**config.mk**
```make
export PLATFORM = sky130hd
export DESIGN_NAME = lsu_load_unit
export DESIGN_NICKNAME = d
export VERILOG_FILES = /design/src/hdl/lsu_params.svh /design/src/hdl/lsu_pkg.sv /design/src/hdl/lsu_load_unit.sv
export SDC_FILE = /design/constraint.sdc
export NUM_CORES = 1
export LEC_CHECK = 0
export ABC_CLOCK_PERIOD_IN_PS = 2720
export BUFFER_PORTS_ARGS = -buffer_cell sky130_fd_sc_hd__buf_4
export CAP_MARGIN = 20
export CORE_ASPECT_RATIO = 1.5
export CORE_MARGIN = 8
export CORE_UTILIZATION = 45
export CTS_CLUSTER_DIAMETER = 150
export CTS_CLUSTER_SIZE = 10
export DETAILED_ROUTE_END_ITERATION = 12
export GPL_TIMING_DRIVEN = 0
export PLACE_DENSITY = 0.85
export SYNTH_ARGS = -nofsm -noshare
export SYNTH_HDL_FRONTEND = slang
export SYNTH_SLANG_ARGS = --single-unit
export TNS_END_PERCENT = 1
```
**constraint.sdc**
```tcl
create_clock -name i_clk -period 2.72 [get_ports i_clk]
set_clock_uncertainty 0.1 [all_clocks]
set_input_delay 0 -clock i_clk [delete_from_list [all_inputs] [get_ports i_clk]]
set_output_delay 0 -clock i_clk [all_outputs]
set_load 0.005 [all_outputs]
```
**src/hdl/lsu_params.svh**
```systemverilog
`ifndef LSU_PARAMS_SVH
`define LSU_PARAMS_SVH

// Board switches
`define LSU_SW_LO        32'h0000_7800
`define LSU_SW_HI        32'h0000_780F

// LED banks, red below green
`define LSU_LEDR_LO      32'h0000_7000
`define LSU_LEDR_HI      32'h0000_700F
`define LSU_LEDG_LO      32'h0000_7010
`define LSU_LEDG_HI      32'h0000_701F

// Data memory window
`define LSU_DMEM_LO      32'h0000_2000
`define LSU_DMEM_HI      32'h0000_3FFF
`define LSU_DREMAP_HI    32'h0000_23FF   // Top of the remapped low window
`define LSU_DMEM_REMAP_MASK 32'hFFFF_DFFF // Clears bit 13

// Instruction memory, base at zero
`define LSU_IMEM_HI      32'h0000_1FFF

// 1 KiB data memory
`define LSU_DMEM_WORDS   256

`endif

```
**src/hdl/lsu_pkg.sv**
```systemverilog
package lsu_pkg;

	// Region code seen by the load path
	typedef enum logic [1:0] {
		SEL_SW   = 2'd0,  // Switches, also the default region
		SEL_LED  = 2'd1,  // Red or green LEDs
		SEL_DMEM = 2'd2,
		SEL_IMEM = 2'd3
	} lsu_sel_e;

	// Load/store funct3
	typedef enum logic [2:0] {
		B  = 3'b000,
		H  = 3'b001,
		W  = 3'b010,
		BU = 3'b100,
		HU = 3'b101
	} lsu_size_e;

	// Request straight from the core
	typedef struct packed {
		logic [31:0] addr;
		logic [31:0] wdata;
		logic [2:0]  funct3;
		logic        wren;   // Store strobe
		logic        rden;   // Load strobe
	} lsu_req_t;

	// Decoder result, purely combinational
	typedef struct packed {
		lsu_sel_e    sel;
		logic        wr_dmem;
		logic        wr_ledr;
		logic        wr_ledg;
		logic [3:0]  wbe;     // Store lane enables
		logic [31:0] waddr;   // Size-aligned store address
		logic [31:0] raddr;   // Word-aligned load address
		logic [31:0] wdata;   // Store data spread over the lanes
		logic        ledg;    // Read pick, green bank when set
	} lsu_dec_t;

endpackage

```
**src/hdl/lsu_load_unit.sv**
```systemverilog
`timescale 1ns/10ps

module lsu_load_unit (
	input  logic               i_clk,
	input  logic               i_rst_n,
	input  logic               i_rden,
	input  lsu_pkg::lsu_sel_e  i_sel,
	input  logic               i_ledg,
	input  lsu_pkg::lsu_size_e i_funct3,
	input  logic [1:0]         i_offset,
	input  logic [31:0]        i_dmem_word,
	input  logic [31:0]        i_sw_word,
	input  logic [31:0]        i_ledr_word,
	input  logic [31:0]        i_ledg_word,
	output logic [31:0]        o_ld_data,
	output logic               o_ld_valid
);

	lsu_pkg::lsu_sel_e  sel_q;
	lsu_pkg::lsu_size_e funct3_q;
	logic [1:0]         off_q;
	logic [31:0]        io_word;
	logic [31:0]        io_q;     // I/O word at the load edge
	logic               valid_q;
	logic [31:0]        src;
	logic [31:0]        shifted;

	// I/O source picked at issue
	assign io_word = (i_sel == lsu_pkg::SEL_LED) ?
		(i_ledg ? i_ledg_word : i_ledr_word) : i_sw_word;

	// Load context, one set per strobe
	always_ff @(posedge i_clk) begin
		if (i_rden) begin
			sel_q    <= i_sel;
			funct3_q <= i_funct3;
			off_q    <= i_offset;
			io_q     <= io_word;
		end
	end

	always_ff @(posedge i_clk or negedge i_rst_n) begin
		if (!i_rst_n) begin
			valid_q <= 1'b0;
		end else begin
			valid_q <= i_rden;   // One cycle behind the strobe
		end
	end

	// Source word in the result cycle
	always_comb begin
		case (sel_q)
			lsu_pkg::SEL_DMEM: src = i_dmem_word;   // Already registered in dmem
			lsu_pkg::SEL_IMEM: src = 32'h0000_0000;
			default:           src = io_q;
		endcase
	end

	assign shifted = src >> {off_q, 3'b000};   // Addressed byte down to lane 0

	// Extend by size
	always_comb begin
		case (funct3_q)
			lsu_pkg::B:  o_ld_data = {{24{shifted[7]}}, shifted[7:0]};
			lsu_pkg::H:  o_ld_data = {{16{shifted[15]}}, shifted[15:0]};
			lsu_pkg::W:  o_ld_data = shifted;
			lsu_pkg::BU: o_ld_data = {24'h0, shifted[7:0]};
			lsu_pkg::HU: o_ld_data = {16'h0, shifted[15:0]};
			default:     o_ld_data = src;   // Whole word, no shift
		endcase
	end

	assign o_ld_valid = valid_q;

endmodule : lsu_load_unit

```
# Word level (Yosys, flattened, before mapping)
# Cells that the tools add are included.
# totals
register_bits,40
latchBits,0
ram_bits,0
romBits,0
output_inout_bits,33
wordCells,18
mem_count,0
# op_classes
n_addsub,0
mul,0
div_mod_pow,0
n_lt_le_gt_ge,0
n_eq_ne,7
n_shift,1
n_mux,4
n_bitwise,0
n_reduce_logical,1
# ops
operator,count
$pmux 32 s5,1
$mux 32,2
$pmux 32 s2,1
$shr 32x5->32,1
$eq 3x3->1 const B,2
$eq 2x2->1 const B,2
$eq 3x1->1 const B,1
$eq 3x2->1 const B,1
$logic_not 3->1,1
$eq 2x1->1 const B,1

# Depth between registers and ports, before layout
# Gate-level depths: netlist of the first run.
# depth
ltp_word,4
mapped_depth,7

# Worst setup path after synthesis of the first run
# No wires, ideal clock.
# synth_timing
path_kind,reg2out
start,register funct3_q[1]
end,output port o_ld_data[10]
arrival_time_ns,1.906
required_ns,2.620
setup_slack_ns,0.714
path_stages_with_launch,7
path_cell_list,edfxtp_1 or3b_1 clkbuf_1 a21oi_2 a22o_1 or4_1 o211a_1
# synth_via
elab_chain_cells,2
word_cells_on_any_way,6
# synth_rtl
item,line_no,text
"start, declared",lsu_load_unit.sv:20,lsu_pkg::lsu_size_e funct3_q;
"start signal, assigned",lsu_load_unit.sv:36,funct3_q <= i_funct3;
"$eq 3x3->1, or another cell as far along",lsu_load_unit.sv:63,case (funct3_q)
$pmux 32 s5 *,lsu_load_unit.sv:63,
"end, declared",lsu_load_unit.sv:15,"output logic [31:0] o_ld_data,"
# Mark *: on every way between the ends. The rest lies on a longest branch, timed or not.

# Worst setup path after layout of the first run
# layout_timing
start,register sel_q[0]
end,output port o_ld_data[12]
# layout_via
elab_chain_cells,4
word_cells_on_any_way,5
# layout_rtl
item,line_no,text
"start, declared",lsu_load_unit.sv:19,lsu_pkg::lsu_sel_e sel_q;
"start signal, assigned",lsu_load_unit.sv:35,sel_q <= i_sel;
$eq 2x2->1,lsu_load_unit.sv:52,case (sel_q)
$pmux 32 s2 *,lsu_load_unit.sv:52,
$shr 32x5->32,lsu_load_unit.sv:59,"assign shifted = src >> {off_q, 3'b000};"
$pmux 32 s5 *,lsu_load_unit.sv:63,
# Marks and branches as above.

==> flow_summary.toml, run 1 <==
[outcome]
status = "complete, but fails checks"
violations = "hold timing"

[floorplanning]
dieArea_sq_um = 10200
die-width_microns = 85.1
placementRows = 38
io_pins = 172
die_h_microns = 120
core_area_sq_um = 7080
start_util = 0.455

[place]
dpl.hpwl_microns = 10900
place.gp.congestion = 0.951
placed_cell_area_sq_um = 4600
dp.cells = 587
port_buffers = 170
place_ws_ns = 0.273

[drt]
wirelength_microns = 15400
dr.pass1.iters = 7
drc = 0
drtAntennaViolNets = 0
vias_per_cell = 6.35
drt_iter0_drc = 447
wl_per_cell_microns = 23.7
vias = 4131

[yosys]
synthesis.area_sq_um = 3230
syn-num-nets = 476
async_reset_ff_frac = 0.0250
synth.avg_cell_area_sq_um = 9.57
ys_seq_area_frac = 0.371
synth_edf_count = 39
syn-instance-count = 337
ys_ff_latch = 40
synth_warnings = 0
synth_ff_type = "edfxtp_1"
synth.distinct_cells = 44

[timing]
layout_setup_ws_ns = 0.0415
grt_setup_unrepaired = "true"
max_freq_mhz = 373
relSlewSlack = 0.472
period_needed_ns = 2.68
finalSetupViolCount = 0
slew_viol_final = 0
hold-worst-slack_ns = -0.00881
worst_pin_slew_ns = 0.792
final_hold_viol_count = 3
post-route-period-util = 0.985

[worst_setup_path]
crit_type = "flop to output port"
slowest_delay_ns = 0.72
crit_chain = "and3b_2 > nor2_1 > a2111oi_4 > nor4_1 > nor3_1 > buf_4"
worst_setup_path_start_kind = "flop"
critPathTopFamily = "simple AND/OR/NAND/NOR gates"
cp.arrival_ns = 2.58
critPathBufInv = 1
setup.worst_path.end_class = "output port"
cpMaxStageDelayCell = "a2111oi_4"
startpoint = "sel_q[0]"
cp.required_ns = 2.62
crit_fanout = 10

[global_route]
grt_pass1_vias = 4264
grt_pass1_wl_microns = 23200
antenna_found_initial = 1
grt_max_degree = 41
track_usage = 0.294
grt-ovfl-total = 0

[clock_network]
clock-sinks = 40
tritoncts = "built"
path_clk_slew_ns = 0.08
clockBufferDepth = 2
numCtsBuffers = 5
clockRootBuffer = "clkbuf_8"
cts.htree.levels = 2

[pwr]
max-vdd-ir-drop_mv = 0.408
leakage_nw = 2.33
clock_power_share = 0.204
powerDensity_nw_per_um2 = 402
internal_power_mw = 1.43
power_frac_seq = 0.369
power_frac_comb = 0.427
p_sw_mw = 0.689
switching_share = 0.325

[layout]
fin_cells = 651
final_util = 0.743
final_nets = 708
drive_gt1_frac = 0.358
synthToLayoutAreaGrowth_pct = 63.3
final_area_sq_um = 5270

[worst_hold_path]
hp-class = "input pin to flop"
min_from = "i_ledr_word[1]"

[flow_run]
drv_cap = 0
## metrics by stage
| stage | TNS [ns] | total power, mW |
|---|---|---|
| CTS | 0 | 2.06 |
| global placement | 0 | 1.57 |
| floorplan | 0 | 1.17 |
| detailed placement | 0 | 1.59 |
| global route | -0.186 | 2.19 |
| finish | 0 | 2.12 |
## area by class of cell
cell class                 count  area, sq um
antenna                        1         2.50
buffer                        26          113
clock buffer                   7         86.3
clock inverter                 1         7.51
fill                         475         1820
inverter                       3         11.3
multi-input combinational    267         1920
sequential                    40         1200
tap                           80          100
timing repair buffer         226         1830
## power by group through the flow
stage / combinational, mW / sequential (mW) / clock, mW
final: 0.905 / 0.781 / 0.432
after global routing: 0.966 / 0.784 / 0.440
after CTS: 0.870 / 0.776 / 0.414
after detailed placement: 0.797 / 0.789 / 0
after global placement: 0.788 / 0.787 / 0
after floorplan: 0.395 / 0.775 / 0
## cells by family (layout without fill, tap and decap cells)
family                 count (synthesis)  count (layout)  synth area share
multiplexers                          39              39             0.148
flip-flops                            40              40             0.371
AND/OR/NAND/NOR                       95              95             0.154
buffers and inverters                 30             263            0.0368
AO/OA/AOI/OAI                        133             133             0.290
other                                  0               1                 0
## cell usage after synthesis, drive strengths merged, types with 5 or more instances
cell type  number  area [sq um]
a21oi          16          83.8
a221oi          6          52.6
a22o           21           184
a22oi           7          52.6
a2bb2oi         7          61.3
and2b           5          37.5
buf            10          43.8
clkbuf         17          63.8
edfxtp         39          1170
mux2i          32           320
mux4            7           158
nand2          37           139
nor2           10          37.5
nor2b          17           106
nor3            7          35.0
nor4            7          58.8
o21ai          45           225
o22ai          14          87.6
## tightest hold or removal path, delay by kind of cell
family	cells	cell delay [ns]
AOI/OAI and AO/OA	1	0.15
buffers and inverters	1	0.08
muxes	1	0.05
## cells in the final DEF (no fill, tap or decap), types with 10 or more instances in the layout
cell           count
buf_4            173
dlygate4sd3_1     54
edfxtp_1          39
nand2_1           37
o21ai_0           34
mux2i_1           32
a22o_1            21
nor2b_1           17
clkbuf_1          15
a21oi_1           15
o22ai_1           14
o21ai_1           11
nor2_1            10
## state kept, by name, summed over array words and instances, names as in the netlist
signal,count
sel_q,2
off_q,2
io_q,32
o_ld_valid,1
funct3_q,3
## final timing paths
kind,end,slack (ns),cells past startpoint
setup / recovery,o_ld_data[12],0.04,6
min in group asynchronous,o_ld_valid,0.46,3
max in group asynchronous,o_ld_valid,1.96,3
hold / removal,io_q[1],-0.009,3
## layer usage
layer  track usage  wire length [microns]
met1         0.280                   5020
met2         0.538                   8120
met3        0.0760                   1320
met4         0.195                    944
met5             0                      0
## what timing repair did
action	4_1_cts	5_1_grt
resized for setup	1	8
setup endpoints to repair	1	25
pin swaps	0	4
hold endpoints to repair	41	0
hold buffers	54	0
buffers inserted	0	2
Note: power is estimated with default switching activity, not from simulation.
==> run 2: changes to the inputs <==
--- a/config.mk
+++ b/config.mk
@@ -8,14 +8,16 @@
 export ABC_CLOCK_PERIOD_IN_PS = 2720
 export BUFFER_PORTS_ARGS = -buffer_cell sky130_fd_sc_hd__buf_4
 export CAP_MARGIN = 20
+export CELL_PAD_IN_SITES_DETAIL_PLACEMENT = 0
+export CELL_PAD_IN_SITES_GLOBAL_PLACEMENT = 1
 export CORE_ASPECT_RATIO = 1.5
 export CORE_MARGIN = 8
-export CORE_UTILIZATION = 45
+export CORE_UTILIZATION = 33
 export CTS_CLUSTER_DIAMETER = 150
 export CTS_CLUSTER_SIZE = 10
 export DETAILED_ROUTE_END_ITERATION = 12
 export GPL_TIMING_DRIVEN = 0
-export PLACE_DENSITY = 0.85
+export PLACE_DENSITY = 0.87
 export SYNTH_ARGS = -nofsm -noshare
 export SYNTH_HDL_FRONTEND = slang
 export SYNTH_SLANG_ARGS = --single-unit
==> run 2 against run 1 <==
The run now ends clean. Routed wire length is 9.3% lower. Global-route usage down 9.6 points. Setup slack better by 0.071 ns. Combinational power fell by 2%. Flip-flop and latch count unchanged. Fmax increased by 2.7%. Highest routed layer unchanged.
==> flow_summary.toml, run 2 (same netlist as run 1, synthesis figures left out) <==
[floorplanning]
die_h_microns = 137
core_area_sq_um = 9580
io_pins = 172
start_util = 0.337
placementRows = 44
dieArea_sq_um = 13300
die-width_microns = 96.7

[clock_network]
tritoncts = "built"
cts_setup_buffers = 0
numCtsBuffers = 5
clockBufferDepth = 2
clockRootBuffer = "clkbuf_16"
clock-sinks = 40
path_clk_slew_ns = 0.06
cts.htree.levels = 2

[layout]
reg_top3 = "io_q x32, funct3_q x3"
synthToLayoutAreaGrowth_pct = 67.8
drive_gt1_frac = 0.361
n_antenna_cell = 0
final_area_sq_um = 5410
layout_commonest_cell = "buf_4"
final_util = 0.565
final_nets = 709
largest_register_ffs = 32
final_cell_mix = "170 x buf_4, 57 x dlygate4sd3_1, 39 x edfxtp_1"
regMostFlops = "io_q"
fin_cells = 686

[worst_setup_path]
crit_chain = "and3b_2 > nor2_2 > a2111oi_4 > nor4_4 > a31oi_1 > buf_4"
setup.worst_path.end_class = "output port"
crit_fanout = 10
worst_setup_path_start_kind = "flop"
cpMaxStageDelayCell = "a2111oi_4"
crit_type = "flop to output port"
cp.arrival_ns = 2.51
cp.required_ns = 2.62
slowest_delay_ns = 0.79

[timing]
post-route-period-util = 0.959
worst_pin_slew_ns = 0.832
period_needed_ns = 2.61
relSlewSlack = 0.446
final_hold_viol_count = 0
grt_setup_unrepaired = "true"
finalSetupViolCount = 0
slew_viol_final = 0
hold-worst-slack_ns = 0.00354
max_freq_mhz = 383

[global_route]
antenna_found_initial = 0
grt_pass1_vias = 4047
grt_pass1_wl_microns = 21100
grt_max_degree = 41
grt-ovfl-total = 0
track_usage = 0.198

[worst_hold_path]
hp-class = "input pin to flop"
holdPathEnd = "io_q[25]"
hold_depth = 3
min_from = "i_ledg_word[25]"

[drt]
vias_per_cell = 5.47
dr.pass1.iters = 4
drtAntennaViolNets = 0
wl_per_cell_microns = 20.4
drc = 0
vias = 3753
drt_iter0_drc = 208
wirelength_microns = 14000

[pwr]
leakage_nw = 2.38
max-vdd-ir-drop_mv = 0.298
powerDensity_nw_per_um2 = 429

[place]
port_buffers = 170
place.gp.congestion = 0.918
dpl.hpwl_microns = 11200
dp.cells = 622
placed_cell_area_sq_um = 4650

[flow_run]
drv_cap = 0

[outcome]
status = "completed"
[run 2: per-layer routing]
metal	global-route usage	routed length, microns	share of wire	vias to the layer above
li1	-	-	-	1793
met1	0.198	4910	0.35	1779
met5	0	0	0	-
met4	0.0996	490	0.035	0
met3	0.0455	938	0.067	31
met2	0.374	7630	0.55	150
[run 2: through the flow]
step                setup WS (ns)  setup TNS (ns)  power (mW)
detailed placement          0.261               0        1.59
global placement            0.272               0        1.58
floorplan                   0.714               0        1.17
global route              -0.0400         -0.0999        2.43
CTS                        0.0129               0        2.32
finish                      0.112               0        2.32
[run 2: layout make-up]
| cell class | count | area, sq um |
|---|---|---|
| well taps | 115 | 144 |
| clock inverters | 2 | 35.0 |
| inverters | 3 | 11.3 |
| repair buffers | 227 | 1850 |
| fillers | 868 | 4170 |
| clock buffers | 6 | 129 |
| plain buffers | 26 | 111 |
| flip-flops and latches | 40 | 1200 |
| multi-input cells | 267 | 1940 |
[run 2: where the power goes]
part | switching [mW] | internal [mW]
combinational | 0.407 | 0.482
clock | 0.224 | 0.431
sequential | 0.0331 | 0.745
total | 0.665 | 1.66
[run 2: repair_timing]
item                       in CTS  in global routing
hold endpoints to repair       41                  0
pin swaps                       0                  3
setup endpoints to repair       2                 25
hold buffers                   57                  0
gates resized for setup         1                 13
[run 2: worst max-delay path, delay by kind of cell, from the launching register on]
family	cells	cell delay [ns]
AOI/OAI and AO/OA	2	1.00
and+or+nand+nor	3	0.56
DFF	1	0.52
buffers and inverters	1	0.14
[run 2: how the worst max path moves through the flow]
| stage | slack, ns | end | depth (start not counted) | startpoint |
|---|---|---|---|---|
| 6_report | 0.11 | o_ld_data[23] | 6 | sel_q[0] |
| 5_1_grt | -0.04 | o_ld_data[10] | 7 | sel_q[1] |
| 4_1_cts | 0.01 | o_ld_data[18] | 7 | sel_q[0] |
| 3_5_place_dp | 0.26 | o_ld_data[3] | 7 | sel_q[0] |
| 3_3_place_gp | 0.27 | o_ld_data[3] | 7 | sel_q[0] |
| 2_1_floorplan | 0.71 | o_ld_data[10] | 6 | funct3_q[1] |
