File: config.mk
export PLATFORM = sky130hd
export DESIGN_NAME = lsu_addr_decoder
export DESIGN_NICKNAME = d
export VERILOG_FILES = /design/src/hdl/lsu_pkg.sv /design/src/hdl/lsu_addr_decoder.sv
export VERILOG_INCLUDE_DIRS = /design/src /design/src/hdl
export SDC_FILE = /design/constraint.sdc
export NUM_CORES = 1
export LEC_CHECK = 0
export BUFFER_PORTS_ARGS = -buffer_cell sky130_fd_sc_hd__buf_2
export CAP_MARGIN = 30
export CORE_MARGIN = 5
export CORE_UTILIZATION = 30
export DETAILED_ROUTE_END_ITERATION = 6
export PLACE_DENSITY_LB_ADDON = 0.12
export SLEW_MARGIN = 0
export SYNTH_ARGS = -nofsm -noshare
export SYNTH_HDL_FRONTEND = slang
export SYNTH_SLANG_ARGS = --single-unit
File: constraint.sdc
create_clock -name vclk -period 1.9
set_input_delay 0.285 -clock vclk [all_inputs]
set_output_delay 0.285 -clock vclk [all_outputs]
set_load 0.01 [all_outputs]
File: src/hdl/lsu_params.svh
`ifndef LSU_PARAMS_SVH
`define LSU_PARAMS_SVH

// Board switches
`define LSU_SW_LO        32'h0000_7800
`define LSU_SW_HI        32'h0000_780F

// LED banks, red below green
`define LSU_LEDR_LO      32'h0000_7000
`define LSU_LEDR_HI      32'h0000_700F
`define LSU_LEDG_LO      32'h0000_7010
`define LSU_LEDG_HI      32'h0000_701F

// Data memory window
`define LSU_DMEM_LO      32'h0000_2000
`define LSU_DMEM_HI      32'h0000_3FFF
`define LSU_DREMAP_HI    32'h0000_23FF   // Top of the remapped low window
`define LSU_DMEM_REMAP_MASK 32'hFFFF_DFFF // Clears bit 13

// Instruction memory, base at zero
`define LSU_IMEM_HI      32'h0000_1FFF

// 1 KiB data memory
`define LSU_DMEM_WORDS   256

`endif

File: src/hdl/lsu_pkg.sv
package lsu_pkg;

	// Region code seen by the load path
	typedef enum logic [1:0] {
		SEL_SW   = 2'd0,  // Switches, also the default region
		SEL_LED  = 2'd1,  // Red or green LEDs
		SEL_DMEM = 2'd2,
		SEL_IMEM = 2'd3
	} lsu_sel_e;

	// Load/store funct3
	typedef enum logic [2:0] {
		B  = 3'b000,
		H  = 3'b001,
		W  = 3'b010,
		BU = 3'b100,
		HU = 3'b101
	} lsu_size_e;

	// Request straight from the core
	typedef struct packed {
		logic [31:0] addr;
		logic [31:0] wdata;
		logic [2:0]  funct3;
		logic        wren;   // Store strobe
		logic        rden;   // Load strobe
	} lsu_req_t;

	// Decoder result, purely combinational
	typedef struct packed {
		lsu_sel_e    sel;
		logic        wr_dmem;
		logic        wr_ledr;
		logic        wr_ledg;
		logic [3:0]  wbe;     // Store lane enables
		logic [31:0] waddr;   // Size-aligned store address
		logic [31:0] raddr;   // Word-aligned load address
		logic [31:0] wdata;   // Store data spread over the lanes
		logic        ledg;    // Read pick, green bank when set
	} lsu_dec_t;

endpackage

File: src/hdl/lsu_addr_decoder.sv
`timescale 1ns/10ps
`include "lsu_params.svh"

module lsu_addr_decoder (
	input  lsu_pkg::lsu_req_t i_req,
	output lsu_pkg::lsu_dec_t o_dec
);

	logic              in_sw;
	logic              in_ledg;
	logic              in_ledr;
	logic              in_dmem;
	logic              in_imem;
	logic              in_remap;
	logic [31:0]       map_addr;
	lsu_pkg::lsu_sel_e sel;

	// Region hits on the raw address
	assign in_sw    = (i_req.addr >= `LSU_SW_LO)   && (i_req.addr <= `LSU_SW_HI);
	assign in_ledg  = (i_req.addr >= `LSU_LEDG_LO) && (i_req.addr <= `LSU_LEDG_HI);
	assign in_ledr  = (i_req.addr >= `LSU_LEDR_LO) && (i_req.addr <= `LSU_LEDR_HI);
	assign in_dmem  = (i_req.addr >= `LSU_DMEM_LO) && (i_req.addr <= `LSU_DMEM_HI);
	assign in_imem  = (i_req.addr <= `LSU_IMEM_HI);   // Base is zero
	assign in_remap = (i_req.addr >= `LSU_DMEM_LO) && (i_req.addr <= `LSU_DREMAP_HI);

	// Low data window folds down by clearing bit 13
	assign map_addr = in_remap ? (i_req.addr & `LSU_DMEM_REMAP_MASK) : i_req.addr;

	// Priority: switches, green, red, dmem, imem
	always_comb begin
		if (in_sw) begin
			sel = lsu_pkg::SEL_SW;
		end else if (in_ledg) begin
			sel = lsu_pkg::SEL_LED;
		end else if (in_ledr) begin
			sel = lsu_pkg::SEL_LED;
		end else if (in_dmem) begin
			sel = lsu_pkg::SEL_DMEM;
		end else if (in_imem) begin
			sel = lsu_pkg::SEL_IMEM;
		end else begin
			sel = lsu_pkg::SEL_SW;   // Unmapped reads the switches
		end
	end

	always_comb begin
		o_dec       = '0;
		o_dec.sel   = sel;
		o_dec.raddr = {map_addr[31:2], 2'b00};
		o_dec.ledg  = i_req.addr[4];
		o_dec.wdata = i_req.wdata;

		// Store address, lanes and data by size
		case (i_req.funct3)
			lsu_pkg::B: begin
				o_dec.waddr = map_addr;
				o_dec.wbe   = 4'b0001 << map_addr[1:0];   // One-hot lane
				o_dec.wdata = {4{i_req.wdata[7:0]}};     // Byte on every lane
			end
			lsu_pkg::H: begin
				o_dec.waddr = {map_addr[31:1], 1'b0};
				o_dec.wdata = {2{i_req.wdata[15:0]}};
				// Offset taken before alignment so a misaligned half writes nothing
				case (map_addr[1:0])
					2'b00:   o_dec.wbe = 4'b0011;
					2'b10:   o_dec.wbe = 4'b1100;
					default: o_dec.wbe = 4'b0000;
				endcase
			end
			lsu_pkg::W: begin
				o_dec.waddr = {map_addr[31:2], 2'b00};
				o_dec.wbe   = 4'b1111;
			end
			default: begin
				o_dec.waddr = 32'h0000_0000;   // Not a store size
				o_dec.wbe   = 4'b0000;
			end
		endcase

		// One-hot region strobes, imem never written
		o_dec.wr_dmem = i_req.wren && (sel == lsu_pkg::SEL_DMEM);
		o_dec.wr_ledg = i_req.wren && (sel == lsu_pkg::SEL_LED) && in_ledg;
		o_dec.wr_ledr = i_req.wren && (sel == lsu_pkg::SEL_LED) && !in_ledg;
	end

endmodule : lsu_addr_decoder

* Word-level counts from Yosys, hierarchy flattened *
Cells that the tools add are included.

cells by class
  muxes and demuxes = 9
  shift-type cells = 1
  eq/ne operators = 5
  order comparisons = 10
  reductions and logical operators = 12

operators by type and width
  kind                                                                  number
  case mux 36 bit (3 select lines)                                      1
  greater-or-equal comparator 32 x 15 -> 1 bit (second input constant)  3
  <= comparator 32 x 15 -> 1 bit (second input constant)                3
  <= comparator 32 x 14 -> 1 bit (second input constant)                2
  case mux 32 bit (2 select lines)                                      1
  greater-or-equal comparator 32 x 14 -> 1 bit (second input constant)  1
  <= comparator 32 x 13 -> 1 bit (second input constant)                1
  2-to-1 mux 14 bit                                                     1
  2-to-1 mux 2 bit                                                      5
  logical AND 1 bit                                                     9
  case mux 4 bit (2 select lines)                                       1
  equality test 2 bit (second input constant)                           2
  << shifter 1 x 2 -> 4 bit (first input constant)                      1
  equality test 3 x 1 -> 1 bit (second input constant)                  1
  equality test 3 x 2 -> 1 bit (second input constant)                  1
  logical NOT 3 bit                                                     1
  equality test 2 x 1 -> 1 bit (second input constant)                  1
  logical NOT 2 bit                                                     1
  logical NOT 1 bit                                                     1

storage, ports and cells
  register bits after elaboration = 0
  word-level logic and storage cells = 37
  bits of input ports = 69
  output and inout port bits = 106

* Logic depth before layout (Yosys ltp) *
Gate-level depths: netlist of the first run.

  word-level depth = 9
  gate-level depth with buffers = 5
  gate-level depth less buffers = 4

* Worst setup path after synthesis of the first run *
OpenSTA, ideal clock, no wires.

  path type = input port to output port
  start point = in i_req[61] (netlist bit)
  end point = out o_dec[78] (netlist bit)
  buffers on the path = 0
  arrival time = 1.478 ns
  data required time = 1.615 ns
  slack = 0.137 ns
  cell stages on the path = 4
  cells stage by stage = or4_4 > nor3_2 > nand4_2 > o311a_1

RTL lines
  what         line                   source
  from (decl)  lsu_addr_decoder.sv:5  input lsu_pkg::lsu_req_t i_req,
  to (decl)    lsu_addr_decoder.sv:6  output lsu_pkg::lsu_dec_t o_dec

==> metrics.txt, run 1 <==
Highest Clock Rate 507.3 MHz; period utilization 1.037; clkbuf count 0; most frequent cells in the layout buf_2, and2_1, mux2_1, nor2_1, a21oi_1; kind of critical path input port to output port; pin count of the biggest net entering global routing 31; GRT Total Usage 0.1499; die footprint 5059 sq um; part of the Yosys area used for sequential elements 0; CP Launch Point i_req[61]; GPL Wtd Cong 0.7299; Setup Slack @ Placement -0.1074 ns; first-pass GRT wire length 6630 um; critical path arrival 1.69 ns; Hold Path Class input port to output port; DRC 0; hold_ws between 0.7 and 0.8 ns; mapped cell area 1121 sq um; grt total ovfl 0; leakage 1.087 nW; Die Span X 71.13 um; CP top delay family simple AND/OR/NAND/NOR gates; Reg area 0 sq um; Crit-path slowest cell or4_4; peak supply drop 116.8 uV; Fin. Hold Viols 0; Synth Instances 160; violated checks negative setup slack; hold path depth 2; Total Wirelength 4337 um; DR vias 1500; diode count 0; Netlist cell types 27; Starting Density 0.3085; minimum clock period about 2.0 ns; layout cell share with drive strength beyond 1 0.6531; Slew Viols, Final 0; crit-path max cell delay 0.53 ns; Avg Inst Size Synth 7.007 sq um; critical-path maximum fanout 5; core footprint roughly 3600 sq um; post-detail-place hpwl 3733 um; number of global-route vias before repair around 1500; fin nets ~370; status finished with violations; FFs & Latches 0; hold path start i_req[40]; most used cell, CP buf_6; Final WS setup -0.07122 ns; Multi-input gate area 822.0 sq um; unrepaired setup endpoints after global routing true; port bufs between 150 and 200; WL per Instance between 10 and 15 um; Vias per Instance ~4.4; final cell count without fillers 342; Startpoint Class input port; power per standard cell area 233.4 nW/um^2; MaxCap Viol Count 0; CP required between 1.5 and 2 ns; Layout area overhead 64.51%; placed insts 340; CP bufs+invs 3; First DRT Iteration DRCs 47; I/O pins about 180; remaining antenna violation count after routing 0; DRT Pass-1 Iters 4; Core Rows 22; fin util 0.5076; worst-path cell chain buf_6 -> or4_4 -> nor3_4 -> nand4_4 -> buf_6 -> nor3_2 -> buf_2; FILL cells 400; commonest non-fill, non-tap cell in the layout buf_2; CP Depth 7; initial antenna violation count 0; Setup-failing EPs final 4; Yosys Warn Count 0; Post-CTS Hold Buffers 0; CP Capture Type output port; Die Span Y 71.13 um
-- metrics by stage --
step	instance area, sq um	setup TNS, ns	power [W]
after floorplan	1125	0	0.0002502
after global placement	1783	-0.3419	0.0004272
after detailed placement	1783	-0.3959	0.0004271
after CTS	1817	-0.2189	0.0004331
after global routing	1844	-0.4873	0.0004749
final	1844	-0.1467	0.0004305
-- Yosys cell counts (all sizes together), types with 2 or more instances --
cell / n / area [sq um]
nor2: 16 / 60.06
clkbuf: 6 / 22.52
mux2: 17 / 191.4
nand2: 4 / 15.01
o22a: 2 / 17.52
nor3: 7 / 45.04
nand4: 2 / 18.77
buf: 43 / 312.8
mux2i: 8 / 80.08
nor4: 2 / 33.78
and2: 30 / 187.7
a21oi: 13 / 65.06
-- metal layers --
layer  global-route usage  wire [um]
met3              0.02983        397
met5                    0          0
met4             0.008351         14
met2               0.3059       2408
met1               0.1629       1516
-- where the power goes --
part	total [W]	internal (W)	leakage, nW	switching [W]
logic	0.000430	0.000207	1.09	0.000224
registers	0	0	0	0
clock network	0	0	0	0
-- path summary, 6_finish.rpt --
check,to,slack [ns]
setup / recovery,o_dec[101],-0.07
hold / removal,o_dec[36],0.77
-- timing repair --
action,4_1_cts,5_1_grt
hold endpoints to repair,0,0
gates resized for setup,5,3
endpoints found under the setup margin,6,7
pin swaps,2,0
buffers inserted,1,1
-- logic make-up (layout without fill, tap and decap cells) --
kind of cell	count (synthesis)	in the layout	synth area share
AND/OR/NAND/NOR	67	67	0.3616
buffers and inverters	50	183	0.3025
multiplexers	25	25	0.2422
AO/OA/AOI/OAI	17	17	0.09040
other	1	2	0.003345
-- final cells by class --
| class | instances | share of cell area |
|---|---|---|
| repair buffers | 182 | 0.5197 |
| inverters | 1 | 0.002035 |
| well taps | 48 | 0.03256 |
| multi-input cells | 111 | 0.4457 |
(Power assumes the default switching activity.)
==> run 2, diff against run 1 <==
Settings changed: PLACE_DENSITY set to 0.84, PLACE_DENSITY_LB_ADDON 0.12 to unset.
Clock period 1.9 ns to 2 ns, I/O delays scaled along.
==> metrics.txt, run 2 (synthesis results as in run 1) <==
status finished with violations; violated checks negative setup slack; Post-Place Cell Area 1793 sq um (+0.56%); Slew Viols, Final 0 (unchanged); Starting Density 0.3085 (unchanged); Die Span X 71.13 um (unchanged); Setup-failing EPs final 2 (-2); DR vias 1570 (+4.7%); Highest Clock Rate 495.2 MHz; First DRT Iteration DRCs 34 (-28%); Total Wirelength 4847 um (+12%); Vias per Instance 4.551 (+3.8%); fin util 0.5093 (+0.001722); critical path arrival 1.72 ns (+0.03 ns); Core Rows 22 (unchanged); WL per Instance 14.05 um (+11%); hold_ws 0.8039 ns (+0.03576 ns); Final WS setup -0.01951 ns (+0.05171 ns); grt total ovfl 0 (unchanged); first-pass GRT wire length 7072 um (+6.7%); critical-path maximum fanout 6 (+1); peak supply drop 116.1 uV (-0.63%); layout cell share with drive strength beyond 1 0.6465 (-0.006597); DRT Pass-1 Iters 4 (unchanged); port bufs 172 (unchanged); remaining antenna violation count after routing 0 (unchanged); GRT Total Usage 0.1638 (+0.01391); fin nets 368 (+0.82%); I/O pins 175 (unchanged); most frequent cells in the layout buf_2, and2_1, mux2_1, nor2_1, a21oi_1; core footprint 3633 sq um (unchanged); pin count of the biggest net entering global routing 31 (unchanged); die footprint 5059 sq um (unchanged); Hold Path Class input port to output port; unrepaired setup endpoints after global routing true; power per standard cell area 225.4 nW/um^2 (-3.5%); Setup Slack @ Placement -0.04478 ns (+0.06258 ns); initial antenna violation count 0 (unchanged); MaxCap Viol Count 0 (unchanged); CP Capture Type output port; kind of critical path input port to output port; leakage 1.104 nW (+1.6%); FFs & Latches 0 (unchanged); Layout area overhead 65.07%; CP required 1.70 ns (+0.08 ns); Post-Layout Inst Area 1851 sq um (+0.34%); Die Span Y 71.13 um (unchanged); number of global-route vias before repair 1490 (+2.5%); DRC 0 (unchanged); Startpoint Class input port; GPL Wtd Cong 0.8521 (+17%); period utilization 1.010; commonest non-fill, non-tap cell in the layout buf_2; clkbuf count 0 (unchanged); Reg area 0 sq um (unchanged); Fin. Hold Viols 0 (unchanged); post-detail-place hpwl 4106 um (+10%); hold path depth 2 (unchanged); minimum clock period just over 2 ns; diode count 0 (unchanged)
==> run 2: through the flow <==
| step | setup TNS (ns) | instances | power, W |
|---|---|---|---|
| floorplan | 0 | 161 | 0.0002377 |
| global placement | -0.05319 | 343 | 0.0004030 |
| detailed placement | -0.07617 | 343 | 0.0004100 |
| CTS | 0 | 344 | 0.0004132 |
| global route | -0.3371 | 345 | 0.0004519 |
| finish | -0.02243 | 345 | 0.0004170 |
==> run 2: final timing paths <==
kind	startpoint	endpoint	slack, ns
setup / recovery	i_req[61]	o_dec[103]	-0.02
hold / removal	i_req[39]	o_dec[35]	0.80
==> run 2: power by group <==
group,switching (W),internal (W)
sequential,0,0
combinational,0.000221,0.000196
clock,0,0
total,0.000221,0.000196
==> run 2: worst max-delay path: stages <==
cell,delay [ns]
buf_6,0.09
or4_4,0.54
nor3_4,0.17
nand4_4,0.15
buf_6,0.17
nor3_4,0.15
buf_2,0.15
==> run 2: routing by layer <==
layer | up-vias | share of wire | track usage
met1 | 722 | 0.38 | 0.2055
li1 | 772 | - | -
met2 | 72 | 0.55 | 0.3110
met4 | 0 | 0.0074 | 0.01879
met3 | 4 | 0.063 | 0.01136
met5 | - | 0 | 0
==> run 2: final cells by class <==
type / instances / area [sq um]
fillers: 372 / 1783
inverters: 1 / 3.754
multi-input cells: 111 / 812.0
well taps: 48 / 60.06
repair buffers: 185 / 974.7
==> run 2: repair_timing <==
item	4_1_cts	5_1_grt
setup endpoints to repair	3	6
gates resized for setup	3	4
pin swaps	1	1
hold buffers	0	0
setup buffers	1	1
==> run 3, diff against run 2 <==
Settings changed: RECOVER_POWER set to 25, SETUP_SLACK_MARGIN set to 0.02.
==> metrics.txt, run 3 (synthesis results as in run 1) <==
Slew Viols, Final 0 (unchanged); Starting Density 0.3085 (unchanged); Layout area overhead 64.73%; worst-path cell chain buf_6 -> or4_4 -> nor3_4 -> nand4_4 -> o311a_1 -> buf_2; Core Rows 22 (unchanged); violated checks negative setup slack; GPL Wtd Cong 0.8521 (unchanged); Total Wirelength 4820 um (-0.56%); Startpoint Class input port; Die Span X 71.13 um (unchanged); Final WS setup -0.01022 ns (+0.009288 ns); critical-path maximum fanout 6 (unchanged); CP Capture Type output port; Post-Place Cell Area 1793 sq um (unchanged); layout cell share with drive strength beyond 1 0.5791 (-0.06734); Hold Path Class input port to output port; grt total ovfl 0 (unchanged); most frequent cells in the layout buf_2, and2_1, clkbuf_1, mux2_1, nor2_1; Post-CTS Hold Buffers 0 (unchanged); DRC 0 (unchanged); status finished with violations; final cell count without fillers 345 (unchanged); CP Launch Point i_req[61]; post-detail-place hpwl 4106 um (unchanged); DR vias 1578 (+0.51%); CP required 1.70 ns (about the same); initial antenna violation count 0 (unchanged); I/O pins 175 (unchanged); leakage 1.047 nW (-5.2%); power per standard cell area 223.3 nW/um^2 (-0.89%); GRT Total Usage 0.1638 (unchanged); period utilization 1.005 (-0.004644); Reg area 0 sq um (unchanged); critical path arrival 1.71 ns (about the same); MaxCap Viol Count 0 (unchanged); number of global-route vias before repair 1490 (unchanged); core footprint 3633 sq um (unchanged); die footprint 5059 sq um (unchanged); kind of critical path input port to output port; peak supply drop 114.4 uV (-1.4%); fin nets 368 (unchanged); crit-path max cell delay 0.54 ns (about the same); pin count of the biggest net entering global routing 31 (unchanged); minimum clock period 2.010 ns (-0.009288 ns); Fin. Hold Viols 0 (unchanged); placed insts 343 (unchanged); Highest Clock Rate 497.5 MHz (+0.46%); first-pass GRT wire length 7072 um (unchanged); commonest non-fill, non-tap cell in the layout buf_2; Vias per Instance 4.574 (+0.51%); unrepaired setup endpoints after global routing true; Die Span Y 71.13 um (unchanged); Setup-failing EPs final 1 (-1); hold path start i_req[39]; First DRT Iteration DRCs 34 (unchanged); DRT Pass-1 Iters 4 (unchanged); fin util 0.5083 (-0.001034); hold_ws 0.8250 ns (+0.02112 ns); remaining antenna violation count after routing 0 (unchanged); port bufs 172 (unchanged); clkbuf count 0 (unchanged); FFs & Latches 0 (unchanged); diode count 0 (unchanged); Crit-path slowest cell or4_4; Post-Layout Inst Area 1847 sq um (-0.20%); WL per Instance 13.97 um (-0.56%)
==> run 3: changes by cell type in the layout (fill, tap and decap cells not counted), sizes merged <==
cell    before  now
clkbuf       0   22
buf        185  163
==> run 3: final cells by class <==
type / count / area, sq um
fill: 383 / 1787
multi-input combinational: 111 / 825.8
timing repair buffer: 185 / 957.2
inverter: 1 / 3.754
tap: 48 / 60.06
==> run 3: worst paths after layout <==
check / to / slack [ns] / cells past startpoint
hold / removal: o_dec[35] / 0.82 / 2
setup / recovery: o_dec[78] / -0.01 / 6
==> run 3: layer usage <==
metal | vias up | GRT usage | wire length, um
li1 | 773 | - | -
met1 | 735 | 0.2055 | 1834
met2 | 66 | 0.3110 | 2656
met3 | 4 | 0.01136 | 287
met4 | 0 | 0.01879 | 41
met5 | - | 0 | 0
==> run 3: through the flow <==
step	TNS [ns]	total power [W]	setup slack, ns
floorplan	0	0.0002377	0.2068
global route	-0.2696	0.0004480	-0.08271
global placement	-0.05319	0.0004030	-0.03237
detailed placement	-0.07617	0.0004100	-0.04478
CTS	0	0.0004131	0.001306
finish	-0.01022	0.0004125	-0.01022
==> run 3: what timing repair did <==
| item | in CTS | in global routing |
|---|---|---|
| buffers inserted | 1 | 1 |
| hold endpoints to repair | 0 | 0 |
| pin swaps | 2 | 1 |
| setup endpoints to repair | 3 | 7 |
| cloned | 0 | 0 |
| gates resized for setup | 3 | 9 |
==> run 3: worst max-delay path, delay by kind of cell <==
family | cells | cell delay (ns)
compound gates | 1 | 0.32
buf+inv | 2 | 0.23
simple gates | 3 | 0.86
==> run 3: power by group <==
part	leakage, nW	internal, W	switching, W
sequential	0	0	0
combinational	1.05	0.000190	0.000222
clock	0	0	0
total	1.05	0.000190	0.000222
