<file path="src/hdl/lsu_params.svh">
`ifndef LSU_PARAMS_SVH
`define LSU_PARAMS_SVH

// Board switches
`define LSU_SW_LO        32'h0000_7800
`define LSU_SW_HI        32'h0000_780F

// LED banks, red below green
`define LSU_LEDR_LO      32'h0000_7000
`define LSU_LEDR_HI      32'h0000_700F
`define LSU_LEDG_LO      32'h0000_7010
`define LSU_LEDG_HI      32'h0000_701F

// Data memory window
`define LSU_DMEM_LO      32'h0000_2000
`define LSU_DMEM_HI      32'h0000_3FFF
`define LSU_DREMAP_HI    32'h0000_23FF   // Top of the remapped low window
`define LSU_DMEM_REMAP_MASK 32'hFFFF_DFFF // Clears bit 13

// Instruction memory, base at zero
`define LSU_IMEM_HI      32'h0000_1FFF

// 1 KiB data memory
`define LSU_DMEM_WORDS   256

`endif

</file>
<file path="src/hdl/lsu_io_buffers.sv">
`timescale 1ns/10ps

module lsu_io_buffers (
	input  logic        i_clk,
	input  logic        i_rst_n,
	input  logic        i_wr_ledr,
	input  logic        i_wr_ledg,
	input  logic [3:0]  i_wbe,
	input  logic [31:0] i_wdata,
	input  logic [31:0] i_sw,
	output logic [31:0] o_ledr,
	output logic [31:0] o_ledg,
	output logic [31:0] o_sw_word
);

	logic [31:0] ledr_q;
	logic [31:0] ledg_q;
	logic [31:0] sw_meta;   // First sync stage
	logic [31:0] sw_sync;

	// LED banks, byte-wise under own strobe
	always_ff @(posedge i_clk or negedge i_rst_n) begin
		if (!i_rst_n) begin
			ledr_q <= '0;   // LEDs dark out of reset
			ledg_q <= '0;
		end else begin
			for (int b = 0; b < 4; b++) begin
				if (i_wr_ledr && i_wbe[b]) begin
					ledr_q[b*8 +: 8] <= i_wdata[b*8 +: 8];
				end
				if (i_wr_ledg && i_wbe[b]) begin
					ledg_q[b*8 +: 8] <= i_wdata[b*8 +: 8];
				end
			end
		end
	end

	// Switches are asynchronous to the core clock
	always_ff @(posedge i_clk or negedge i_rst_n) begin
		if (!i_rst_n) begin
			sw_meta <= '0;
			sw_sync <= '0;
		end else begin
			sw_meta <= i_sw;
			sw_sync <= sw_meta;   // Two cycles from pin to word
		end
	end

	assign o_ledr    = ledr_q;
	assign o_ledg    = ledg_q;
	assign o_sw_word = sw_sync;

endmodule : lsu_io_buffers

</file>
<file path="config.mk">
export PLATFORM = sky130hd
export DESIGN_NAME = lsu_io_buffers
export DESIGN_NICKNAME = d
export VERILOG_FILES = /design/src/hdl/lsu_params.svh /design/src/hdl/lsu_io_buffers.sv
export SDC_FILE = /design/constraint.sdc
export NUM_CORES = 1
export LEC_CHECK = 0
export ABC_AREA = 1
export BUFFER_PORTS_ARGS = -buffer_cell sky130_fd_sc_hd__buf_2
export CORE_AREA = 2 2 133 135
export CTS_BUF_LIST = sky130_fd_sc_hd__clkbuf_2 sky130_fd_sc_hd__clkbuf_4 sky130_fd_sc_hd__clkbuf_8
export DETAILED_ROUTE_END_ITERATION = 10
export DIE_AREA = 0 0 135 137
export HOLD_SLACK_MARGIN = 0.08
export PLACE_DENSITY = 0.57
export SLEW_MARGIN = 0
export SYNTH_ARGS = -nofsm -noshare
export SYNTH_HDL_FRONTEND = slang
export SYNTH_SLANG_ARGS = --single-unit
</file>
<file path="constraint.sdc">
create_clock -name i_clk -period 1.4 [get_ports i_clk]
set_input_delay 0.14 -clock i_clk [delete_from_list [all_inputs] [get_ports i_clk]]
set_output_delay 0.14 -clock i_clk [all_outputs]
set_load 0.05 [all_outputs]
</file>
# Word-level counts from Yosys, hierarchy flattened
# Index checks and enable logic that the tools add are counted.
[word_totals] reg_bits=128 out_inout_bits=96
[classes] n_reduce_logical=8
[ops] cell="logical AND 1 bit" n=8

# Logic depth before layout (Yosys ltp)
# Gate-level depths: netlist (run 1).
[depth] depth_word=1 ltp_mapped=4 depth_no_buf=3

# Least setup slack after synthesis (run 1)
# OpenSTA, ideal clock, no wires.
[synth_timing] kind="register to register" startpoint="register o_ledg[0] (netlist name)" endpoint="register ledg_q[0], in the netlist o_ledg[0]" setup_time_ps=119 t_arrival_ps=713 slack_ps=568 stages_incl_launch_ff=3 path_cell_list="dfrtp_1 > nand2_1 > nand2_1"
[synth_rtl] item="to (signal, indexed assignment)" line="lsu_io_buffers.sv:32" rtl="ledg_q[b*8 +: 8] <= i_wdata[b*8 +: 8];"
[synth_rtl] item="to (decl)" line="lsu_io_buffers.sv:17" rtl="logic [31:0] ledg_q;"

# Worst setup path in the final report (run 1)
[layout_timing] startpoint="input port i_wbe[3]" endpoint="register ledg_q[28], in the netlist o_ledg[28]"
[layout_via] elab_chain_cells=1
[layout_rtl] item="from (decl)" line="lsu_io_buffers.sv:8" rtl="input logic [3:0] i_wbe,"
[layout_rtl] item="logical AND 1 bit" line="lsu_io_buffers.sv:31" rtl="if (i_wr_ledg && i_wbe[b]) begin"
# Every way passes these cells.
# A chain may end at the register's enable or synchronous reset.

==> results of run 1 <==
==> cells by family (layout without fill, tap and decap cells) <==
logic type	Yosys count	after routing	share of synthesized area
buf+inv	16	283	0.0391
flops	128	128	0.759
simple gates	200	200	0.202
==> area by class of cell <==
cell class,count,area [sq um],area share
multi-input combinational,200,851,0.132
sequential,128,3200,0.498
timing repair buffer,251,1700,0.264
tap,225,282,0.0438
clock buffer,20,263,0.0409
clock inverter,12,136,0.0212
==> worst register-to-register path, delay by kind of cell (launching register included) <==
family | cells | cell delay [ns]
flip-flops | 1 | 0.40
AND/OR/NAND/NOR | 2 | 0.13
==> power by group through the flow <==
stage	logic (W)	registers [W]	clock network, W
after global placement	0.00188	0.00423	0
after global routing	0.00217	0.00421	0.00349
after detailed placement	0.00190	0.00424	0
after CTS	0.00206	0.00417	0.00332
final	0.00204	0.00417	0.00315
after floorplan	0.000306	0.00522	0
==> cell usage after synthesis (all sizes together) <==
cell type and count:
nand3 64, nand2 136, buf 16, dfrtp 128
==> per-layer routing <==
layer  global-route usage  up-vias  part of all wire
li1                     -     1609                 -
met1                0.146     1634              0.42
met2                0.202      143              0.47
met3               0.0630       12             0.098
met4               0.0486        0             0.013
met5                    0        -                 0
==> stage by stage <==
step                      utilization  hold WS (ns)  setup WS [ns]  total power [W]
final                           0.377         0.131         0.0328          0.00937
after global routing            0.377        0.0989         0.0175          0.00987
after CTS                       0.377        0.0833          0.103          0.00955
after detailed placement        0.310        0.0669          0.396          0.00614
after global placement          0.310        0.0582          0.449          0.00611
after floorplan                     -        -0.156          0.568          0.00553
==> layout by cell type, fill, tap and decap left out <==
master | Yosys | layout
buf_2 | 0 | 166
nand2_1 | 128 | 128
dfrtp_1 | 128 | 128
dlygate4sd3_1 | 0 | 74
nand3_1 | 64 | 64
clkbuf_8 | 0 | 18
nand2_2 | 8 | 8
buf_4 | 4 | 7
clkinv_4 | 0 | 4
clkinvlp_4 | 0 | 3
buf_12 | 0 | 3
clkinv_2 | 0 | 2
clkbuf_4 | 0 | 2
bufinv_16 | 0 | 2
inv_6 | 0 | 1
buf_6 | 12 | 1
==> sequential cells by signal (all words and copies together), names as in the netlist <==
| register | flops |
|---|---|
| o_ledg | 32 |
| sw_meta | 32 |
| o_sw_word | 32 |
| o_ledr | 32 |
==> worst min-delay path by stage <==
stage | cells after the start | end | slack, ns
2_1_floorplan | 0 | o_ledg[0] | -0.16
3_3_place_gp | 1 | sw_meta[13] | 0.06
3_5_place_dp | 1 | sw_meta[20] | 0.07
4_1_cts | 3 | o_ledr[12] | 0.08
5_1_grt | 3 | o_ledr[12] | 0.1
6_report | 3 | o_ledg[11] | 0.13
==> flow_summary.ini, run 1 <==
[drt]
via_per_inst = 4.06
via_count = 3398
ant_nets = 0
drc = 0
wl_um = 11300
drt_iter0_markers = 145
drtPass1Iterations = 4
routedWlPerCell_um = 13.6

[outcome]
status = finished, final reports clean

[layout]
antenna_cells = 0
final_cells = 836
syn2layout_area_growth_pct = 52.4
postLayoutCellArea_sq_mm = 0.00643
fillCellCount = 1709
final_layout_size_suffix_gt1_frac = 0.355
nNetsFinal = 670

[clock_tree]
cts-root-buf = clkbuf_8
clk_latency_ns = 0.43
numCtsBuffers = 17
clk_pin_slew_ns = 0.08
clockBufferDepth = 2
cts-resized-gates = 0
post-cts-setup-buffers = 0
cts_tree = built
cts.hold.buffers_added = 74
clkSinkCount = 128
h-tree-depth = 4

[sta]
worst_pin_slew_ns = 0.394
rsz0062_at_grt = false
timing_hold_violations_final = 0
setup_viol_count_final = 0
fin_crit_ns = 1.37
finalCritPeriodShare = 0.977
max_freq_ghz = 0.731
relSlewSlack = 0.737
skew_ns = 0.00295
fin_setup_tns_ns = 0
finalMaxSlewViolations = 0

[grt]
antenna_found_initial = 0
groute.usage.overall = 0.126
grt_max_degree = 41
grt_pass1_vias = 3527
grt_pass1_wl_um = 17700
overflow = 0

[die]
start_util = 0.247
die_x_um = 135
io_pins = 168
num_rows = 48
die_h_um = 137
die-area_sq_mm = 0.0185
coreArea_sq_mm = 0.0171

[setup_path]
path_cells = dlygate4sd3_1 -> buf_2 -> nand3_1 -> dlygate4sd3_1 -> nand2_1
cp-end-kind = register
path_delay_family = buffers and inverters
crit_path_end = o_ledg[28]
cp_max_fo = 18
r2r-end = o_ledr[6]
critPathArrivalTime_ns = 1.73
crit_required_ns = 1.77
cp-start-kind = input port
critical_path.most_common_cell = dlygate4sd3_1
r2r-start = o_ledr[6]
r2r_setup_slack_ns = 0.76
path_buf_inv = 3
worstSetupPathType = in -> reg
max_stage_delay_ns = 0.58
worstSetupStartpoint = i_wbe[3]
r2r_cells = 2
worst_path_max_delay_cell = dlygate4sd3_1
crit_cells = 5

[pwr]
internal_power_w = 0.00623
p_leak_nw = 3.34
swShare = 0.335
vdd_drop_max_mv = 0.640
switchingPower_w = 0.00314
power.density_mw_per_mm2 = 1460
clkPwrFrac = 0.337
p_comb_frac = 0.218
seqPwrFrac = 0.445

[logic_synthesis]
synth-seq-cells = 128
synthesis.nets = 416
yosysSeqAreaShare = 0.759
synth_area_per_cell_sq_um = 12.3
syn_area_sq_mm = 0.00422
ys_top_cells_by_area = dfrtp_1 (76%), nand2_1 (11%), nand3_1 (7.6%)
synth.distinct_cells = 6
synth_area_leader_cell = dfrtp_1
yosysWarnings = 0
synth_cells = 344
synth_top_cell_area_share = 0.759

[place]
post-dp-hpwl_um = 7660
dp_cells = 730
io_buffers = 167
place_area_sq_mm = 0.00529
gp_congestion = 0.769

[worst_hold_path]
hp-class = in -> reg
hp-start = i_wbe[1]

[flow_run]
drv_cap = 0
No activity file was read; power rests on OpenSTA's default activity.
==> run 2: changes to the inputs <==
--- a/config.mk
+++ b/config.mk
@@ -7,12 +7,13 @@
 export LEC_CHECK = 0
 export ABC_AREA = 1
 export BUFFER_PORTS_ARGS = -buffer_cell sky130_fd_sc_hd__buf_2
-export CORE_AREA = 2 2 133 135
+export CORE_AREA = 2 2 113 159
 export CTS_BUF_LIST = sky130_fd_sc_hd__clkbuf_2 sky130_fd_sc_hd__clkbuf_4 sky130_fd_sc_hd__clkbuf_8
 export DETAILED_ROUTE_END_ITERATION = 10
-export DIE_AREA = 0 0 135 137
+export DIE_AREA = 0 0 115 161
 export HOLD_SLACK_MARGIN = 0.08
 export PLACE_DENSITY = 0.57
+export REMOVE_ABC_BUFFERS = 1
 export SLEW_MARGIN = 0
 export SYNTH_ARGS = -nofsm -noshare
 export SYNTH_HDL_FRONTEND = slang
==> flow_summary.ini, run 2 (synthesized netlist as in run 1, its figures left out) <==
[setup_path]
crit_required_ns = 1.76
critPathArrivalTime_ns = 1.70
critical_path.most_common_cell = dlygate4sd3_1
worst_path_max_delay_cell = dlygate4sd3_1
r2r-end = o_ledr[2]
cp-start-kind = input port
path_delay_family = buffers and inverters
worstSetupPathType = in -> reg
max_stage_delay_ns = 0.57
cp-end-kind = register
r2r_setup_slack_ns = 0.76
path_buf_inv = 3
path_cells = dlygate4sd3_1 -> buf_2 -> nand3_1 -> dlygate4sd3_1 -> nand2_1
cp_max_fo = 18
r2r-start = o_ledr[2]
r2r_cells = 2

[sta]
setup_viol_count_final = 0
finalCritPeriodShare = 0.957
fin_setup_tns_ns = 0
rsz0062_at_grt = false
worst_pin_slew_ns = 0.590
skew_ns = 0.00397
fin_crit_ns = 1.34
finalMaxSlewViolations = 0
timing_hold_violations_final = 0
relSlewSlack = 0.607
max_freq_ghz = 0.746

[die]
num_rows = 57
die_x_um = 115
io_pins = 168
die-area_sq_mm = 0.0185
coreArea_sq_mm = 0.0171
start_util = 0.246
die_h_um = 161

[clock_tree]
post-cts-setup-buffers = 0
cts-root-buf = clkbuf_8
cts_tree = built
clockBufferDepth = 2
cts-resized-gates = 0
cts.hold.buffers_added = 67
numCtsBuffers = 17
h-tree-depth = 4
clk_latency_ns = 0.42
clkSinkCount = 128
clk_pin_slew_ns = 0.07

[worst_hold_path]
hp-class = in -> reg
min_to = o_ledg[11]
hp-start = i_wbe[1]
min_path_cells = 3

[place]
io_buffers = 167
dp_cells = 705
place_area_sq_mm = 0.00522
post-dp-hpwl_um = 7420
gp_congestion = 0.745

[drt]
route.top_layer_used = met4
drtPass1Iterations = 5
drt_iter0_markers = 188
wl_um = 10800
via_per_inst = 4.10
via_count = 3289
routedWlPerCell_um = 13.4
met2_length_um = 5410
met1_length_um = 4460
dr_wl_met3_um = 734
ant_nets = 0
drc = 0

[pwr]
power.density_mw_per_mm2 = 1520
p_leak_nw = 3.31
internal_power_w = 0.00657
clkPwrFrac = 0.357
p_comb_frac = 0.208
switchingPower_w = 0.00305
seqPwrFrac = 0.435
swShare = 0.317
vdd_drop_max_mv = 0.784

[layout]
final_cell_mix = buf_2 (166), nand2_1 (128), dfrtp_1 (128), dlygate4sd3_1 (67), nand3_1 (64)
final_cells = 803
final_layout_size_suffix_gt1_frac = 0.352
syn2layout_area_growth_pct = 49.8
antenna_cells = 0
postLayoutCellArea_sq_mm = 0.00632
final_common_cell = buf_2
nNetsFinal = 657

[outcome]
status = finished, final reports clean

[grt]
antenna_found_initial = 0
grt_pass1_wl_um = 17700
grt_pass1_vias = 3509
overflow = 0
grt_max_degree = 82
groute.usage.overall = 0.123

[flow_run]
drv_cap = 0
## run 2: cell types whose count changed in the layout (fill, tap and decap cells not counted)
cell           delta
buf_6             -1
inv_6             -1
clkbuf_4          +1
clkinv_4          -3
buf_4             -5
bufinv_16         +2
dlygate4sd3_1     -7
## run 2: power groups by stage
stage / registers (W) / logic (W) / clock network [W]
floorplan: 0.00522 / 0.000218 / 0
global placement: 0.00424 / 0.00186 / 0
detailed placement: 0.00425 / 0.00188 / 0
CTS: 0.00419 / 0.00203 / 0.00356
global route: 0.00422 / 0.00214 / 0.00372
finish: 0.00418 / 0.00200 / 0.00343
## run 2: metal layers
layer | track usage | vias to the layer above
li1 | - | 1581
met1 | 0.144 | 1577
met2 | 0.200 | 121
met3 | 0.0492 | 10
met4 | 0.0498 | 0
met5 | 0 | -
## run 2: cell type report
| cell class | instances | area (sq um) |
|---|---|---|
| repair buffers | 238 | 1580 |
| multi-input cells | 200 | 851 |
| fillers | 1724 | 10800 |
| clock inverters | 10 | 161 |
| well taps | 206 | 258 |
| flip-flops and latches | 128 | 3200 |
| clock buffers | 21 | 270 |
## run 2: worst max-delay path by stage
stage               from          to  cells after the start
6_report        i_wbe[3]  o_ledg[25]                      5
5_1_grt         i_wbe[3]  o_ledg[25]                      5
4_1_cts         i_wbe[3]  o_ledg[25]                      5
3_5_place_dp    i_wbe[2]  o_ledg[23]                      4
3_3_place_gp    i_wbe[2]  o_ledr[23]                      4
2_1_floorplan  o_ledg[0]   o_ledg[0]                      2
## run 2: metrics by stage
| stage | total power (W) | util | hold WS [ns] | setup WS [ns] |
|---|---|---|---|---|
| 6_report | 0.00962 | 0.369 | 0.136 | 0.0598 |
| 5_1_grt | 0.0101 | 0.369 | 0.105 | 0.0539 |
| 4_1_cts | 0.00977 | 0.369 | 0.0875 | 0.108 |
| 3_5_place_dp | 0.00613 | 0.305 | 0.202 | 0.464 |
| 3_3_place_gp | 0.00610 | 0.305 | 0.193 | 0.492 |
| 2_1_floorplan | 0.00544 | - | -0.156 | 0.568 |
## run 2: worst min-delay path: cells and delay by family
family	cells	cell delay [ns]
simple gates	2	0.17
buf+inv	1	0.21
==> run 3: changes to the inputs <==
--- a/config.mk
+++ b/config.mk
@@ -12,7 +12,7 @@
 export DETAILED_ROUTE_END_ITERATION = 10
 export DIE_AREA = 0 0 115 161
 export HOLD_SLACK_MARGIN = 0.08
-export PLACE_DENSITY = 0.57
+export PLACE_DENSITY = 0.59
 export REMOVE_ABC_BUFFERS = 1
 export SLEW_MARGIN = 0
 export SYNTH_ARGS = -nofsm -noshare
==> constraint.sdc (replaced) <==
create_clock -name i_clk -period 1.2 [get_ports i_clk]
set_input_delay 0.12 -clock i_clk [delete_from_list [all_inputs] [get_ports i_clk]]
set_output_delay 0.12 -clock i_clk [all_outputs]
set_load 0.05 [all_outputs]
==> flow_summary.ini, run 3 (synthesized netlist as in run 1, its figures left out) <==
[drt]
drt_iter0_markers = 201
ant_nets = 0
drtPass1Iterations = 4
wl_um = 11800
via_count = 3473
drc = 0
via_per_inst = 4.21
routedWlPerCell_um = 14.3

[pwr]
vdd_drop_max_mv = 1.17
clkPwrFrac = 0.332
swShare = 0.337
p_comb_frac = 0.233
internal_power_w = 0.00748
power.total_w = 0.0113
seqPwrFrac = 0.434
p_leak_nw = 3.45
power.density_mw_per_mm2 = 1670
switchingPower_w = 0.00380

[setup_path]
cp-start-kind = input port
cp-end-kind = register
max_stage_delay_ns = 0.54
worstSetupPathType = in -> reg
r2r-start = o_ledg[18]
critPathArrivalTime_ns = 1.53
worstSetupStartpoint = i_wbe[1]
r2r-end = o_ledg[18]
worst_path_max_delay_cell = dlygate4sd3_1
path_cells = dlygate4sd3_1 -> clkbuf_4 -> nand3_1 -> dlygate4sd3_1 -> nand2_1
cp_max_fo = 12
critical_path.most_common_cell = dlygate4sd3_1
r2r_setup_slack_ns = 0.43
path_delay_family = buffers and inverters
r2r_cells = 3
crit_required_ns = 1.54
path_buf_inv = 3

[grt]
antenna_found_initial = 0
grt_pass1_vias = 3715
grt_pass1_wl_um = 19000
groute.usage.overall = 0.135
grt_max_degree = 43
overflow = 0

[place]
post-dp-hpwl_um = 7910
io_buffers = 167
gp_congestion = 0.818

[sta]
worst_pin_slew_ns = 0.484
rsz0062_at_grt = true
finalCritPeriodShare = 0.997
finalMaxSlewViolations = 0
relSlewSlack = 0.676
timing_hold_violations_final = 0
fin_crit_ns = 1.20
max_freq_ghz = 0.836
setup_viol_count_final = 0
skew_ns = 0.00322

[clock_tree]
numCtsBuffers = 17
clockBufferDepth = 2
cts_tree = built
clkSinkCount = 128
cts-root-buf = clkbuf_8
clk_latency_ns = 0.44
clk_pin_slew_ns = 0.08
h-tree-depth = 4

[layout]
final_layout_size_suffix_gt1_frac = 0.354
final_cell_mix = nand2_1 (128), dfrtp_1 (128), dlygate4sd3_1 (79), buf_2 (76), nand3_1 (64)
nNetsFinal = 677
syn2layout_area_growth_pct = 60.0
antenna_cells = 0
final-seq-area_sq_mm = 0.00320
post-route-util = 0.394
multi_input_area_sq_um = 851
fillCellCount = 1633

[outcome]
status = finished, final reports clean

[die]
die_h_um = 161
num_rows = 57
die-area_sq_mm = 0.0185
coreArea_sq_mm = 0.0171
die_x_um = 115
io_pins = 168
start_util = 0.246

[worst_hold_path]
hp-class = in -> async

[flow_run]
drv_cap = 0
run 3: changes by cell type in the layout (fill, tap and decap cells not counted), moves of 2 or more:
| cell | delta |
|---|---|
| buf_6 | +18 |
| clkinv_4 | +2 |
| buf_2 | -90 |
| dlygate4sd3_1 | +12 |
| bufinv_16 | -2 |
| buf_4 | +60 |
| clkbuf_4 | +18 |
| inv_6 | +5 |
run 3: layer usage:
layer / track usage / vias to the layer above / routed length, um
met1: 0.158 / 1666 / 4620
met3: 0.0555 / 19 / 1100
met4: 0.0657 / 0 / 289
met5: 0 / - / 0
li1: - / 1630 / -
met2: 0.213 / 158 / 5790
run 3: worst max path at each step:
stage / to / slack, ns / cells after the start
2_1_floorplan: o_ledg[0] / 0.37 / 2
3_3_place_gp: o_ledg[1] / 0.22 / 4
3_5_place_dp: o_ledg[3] / 0.22 / 4
4_1_cts: o_ledr[19] / 0.00003 / 1
5_1_grt: o_sw_word[30] / -0.006 / 1
6_report: o_ledr[12] / 0.004 / 5
run 3: power by group through the flow:
stage	clock network, W	logic, W	registers, W
6_report	0.00375	0.00263	0.00490
3_5_place_dp	0	0.00221	0.00496
4_1_cts	0.00389	0.00260	0.00489
2_1_floorplan	0	0.000254	0.00610
3_3_place_gp	0	0.00219	0.00494
5_1_grt	0.00408	0.00280	0.00494
run 3: cell type report:
type,instances,area share
Tap cell,206,0.0382
Multi-Input combinational cell,200,0.126
Clock buffer,18,0.0367
Clock inverter,14,0.0230
Sequential cell,128,0.474
Timing Repair Buffer,258,0.302
run 3: per-stage QoR:
| stage | hold slack, ns | instance area (sq um) | instances | TNS [ns] | setup slack (ns) |
|---|---|---|---|---|---|
| 4_1_cts | 0.0871 | 6650 | 823 | 0 | 0.0000266 |
| 3_3_place_gp | 0.0105 | 5250 | 711 | 0 | 0.221 |
| 5_1_grt | 0.116 | 6750 | 824 | -0.00772 | -0.00581 |
| 3_5_place_dp | 0.0147 | 5250 | 711 | 0 | 0.215 |
| 6_report | 0.124 | 6750 | 824 | 0 | 0.00372 |
| 2_1_floorplan | -0.176 | 4050 | 328 | 0 | 0.368 |
run 3: repair_timing:
item	CTS	global route
resized for setup	75	33
setup endpoints to repair	68	34
hold endpoints to repair	224	0
hold buffers	79	0
setup buffers	1	1
pin swaps	0	0
run 3: worst reg2reg max path, stage by stage (launching register included):
cell	delay [ns]
dfrtp_1	0.42
buf_4	0.15
nand2_1	0.05
nand2_1	0.05
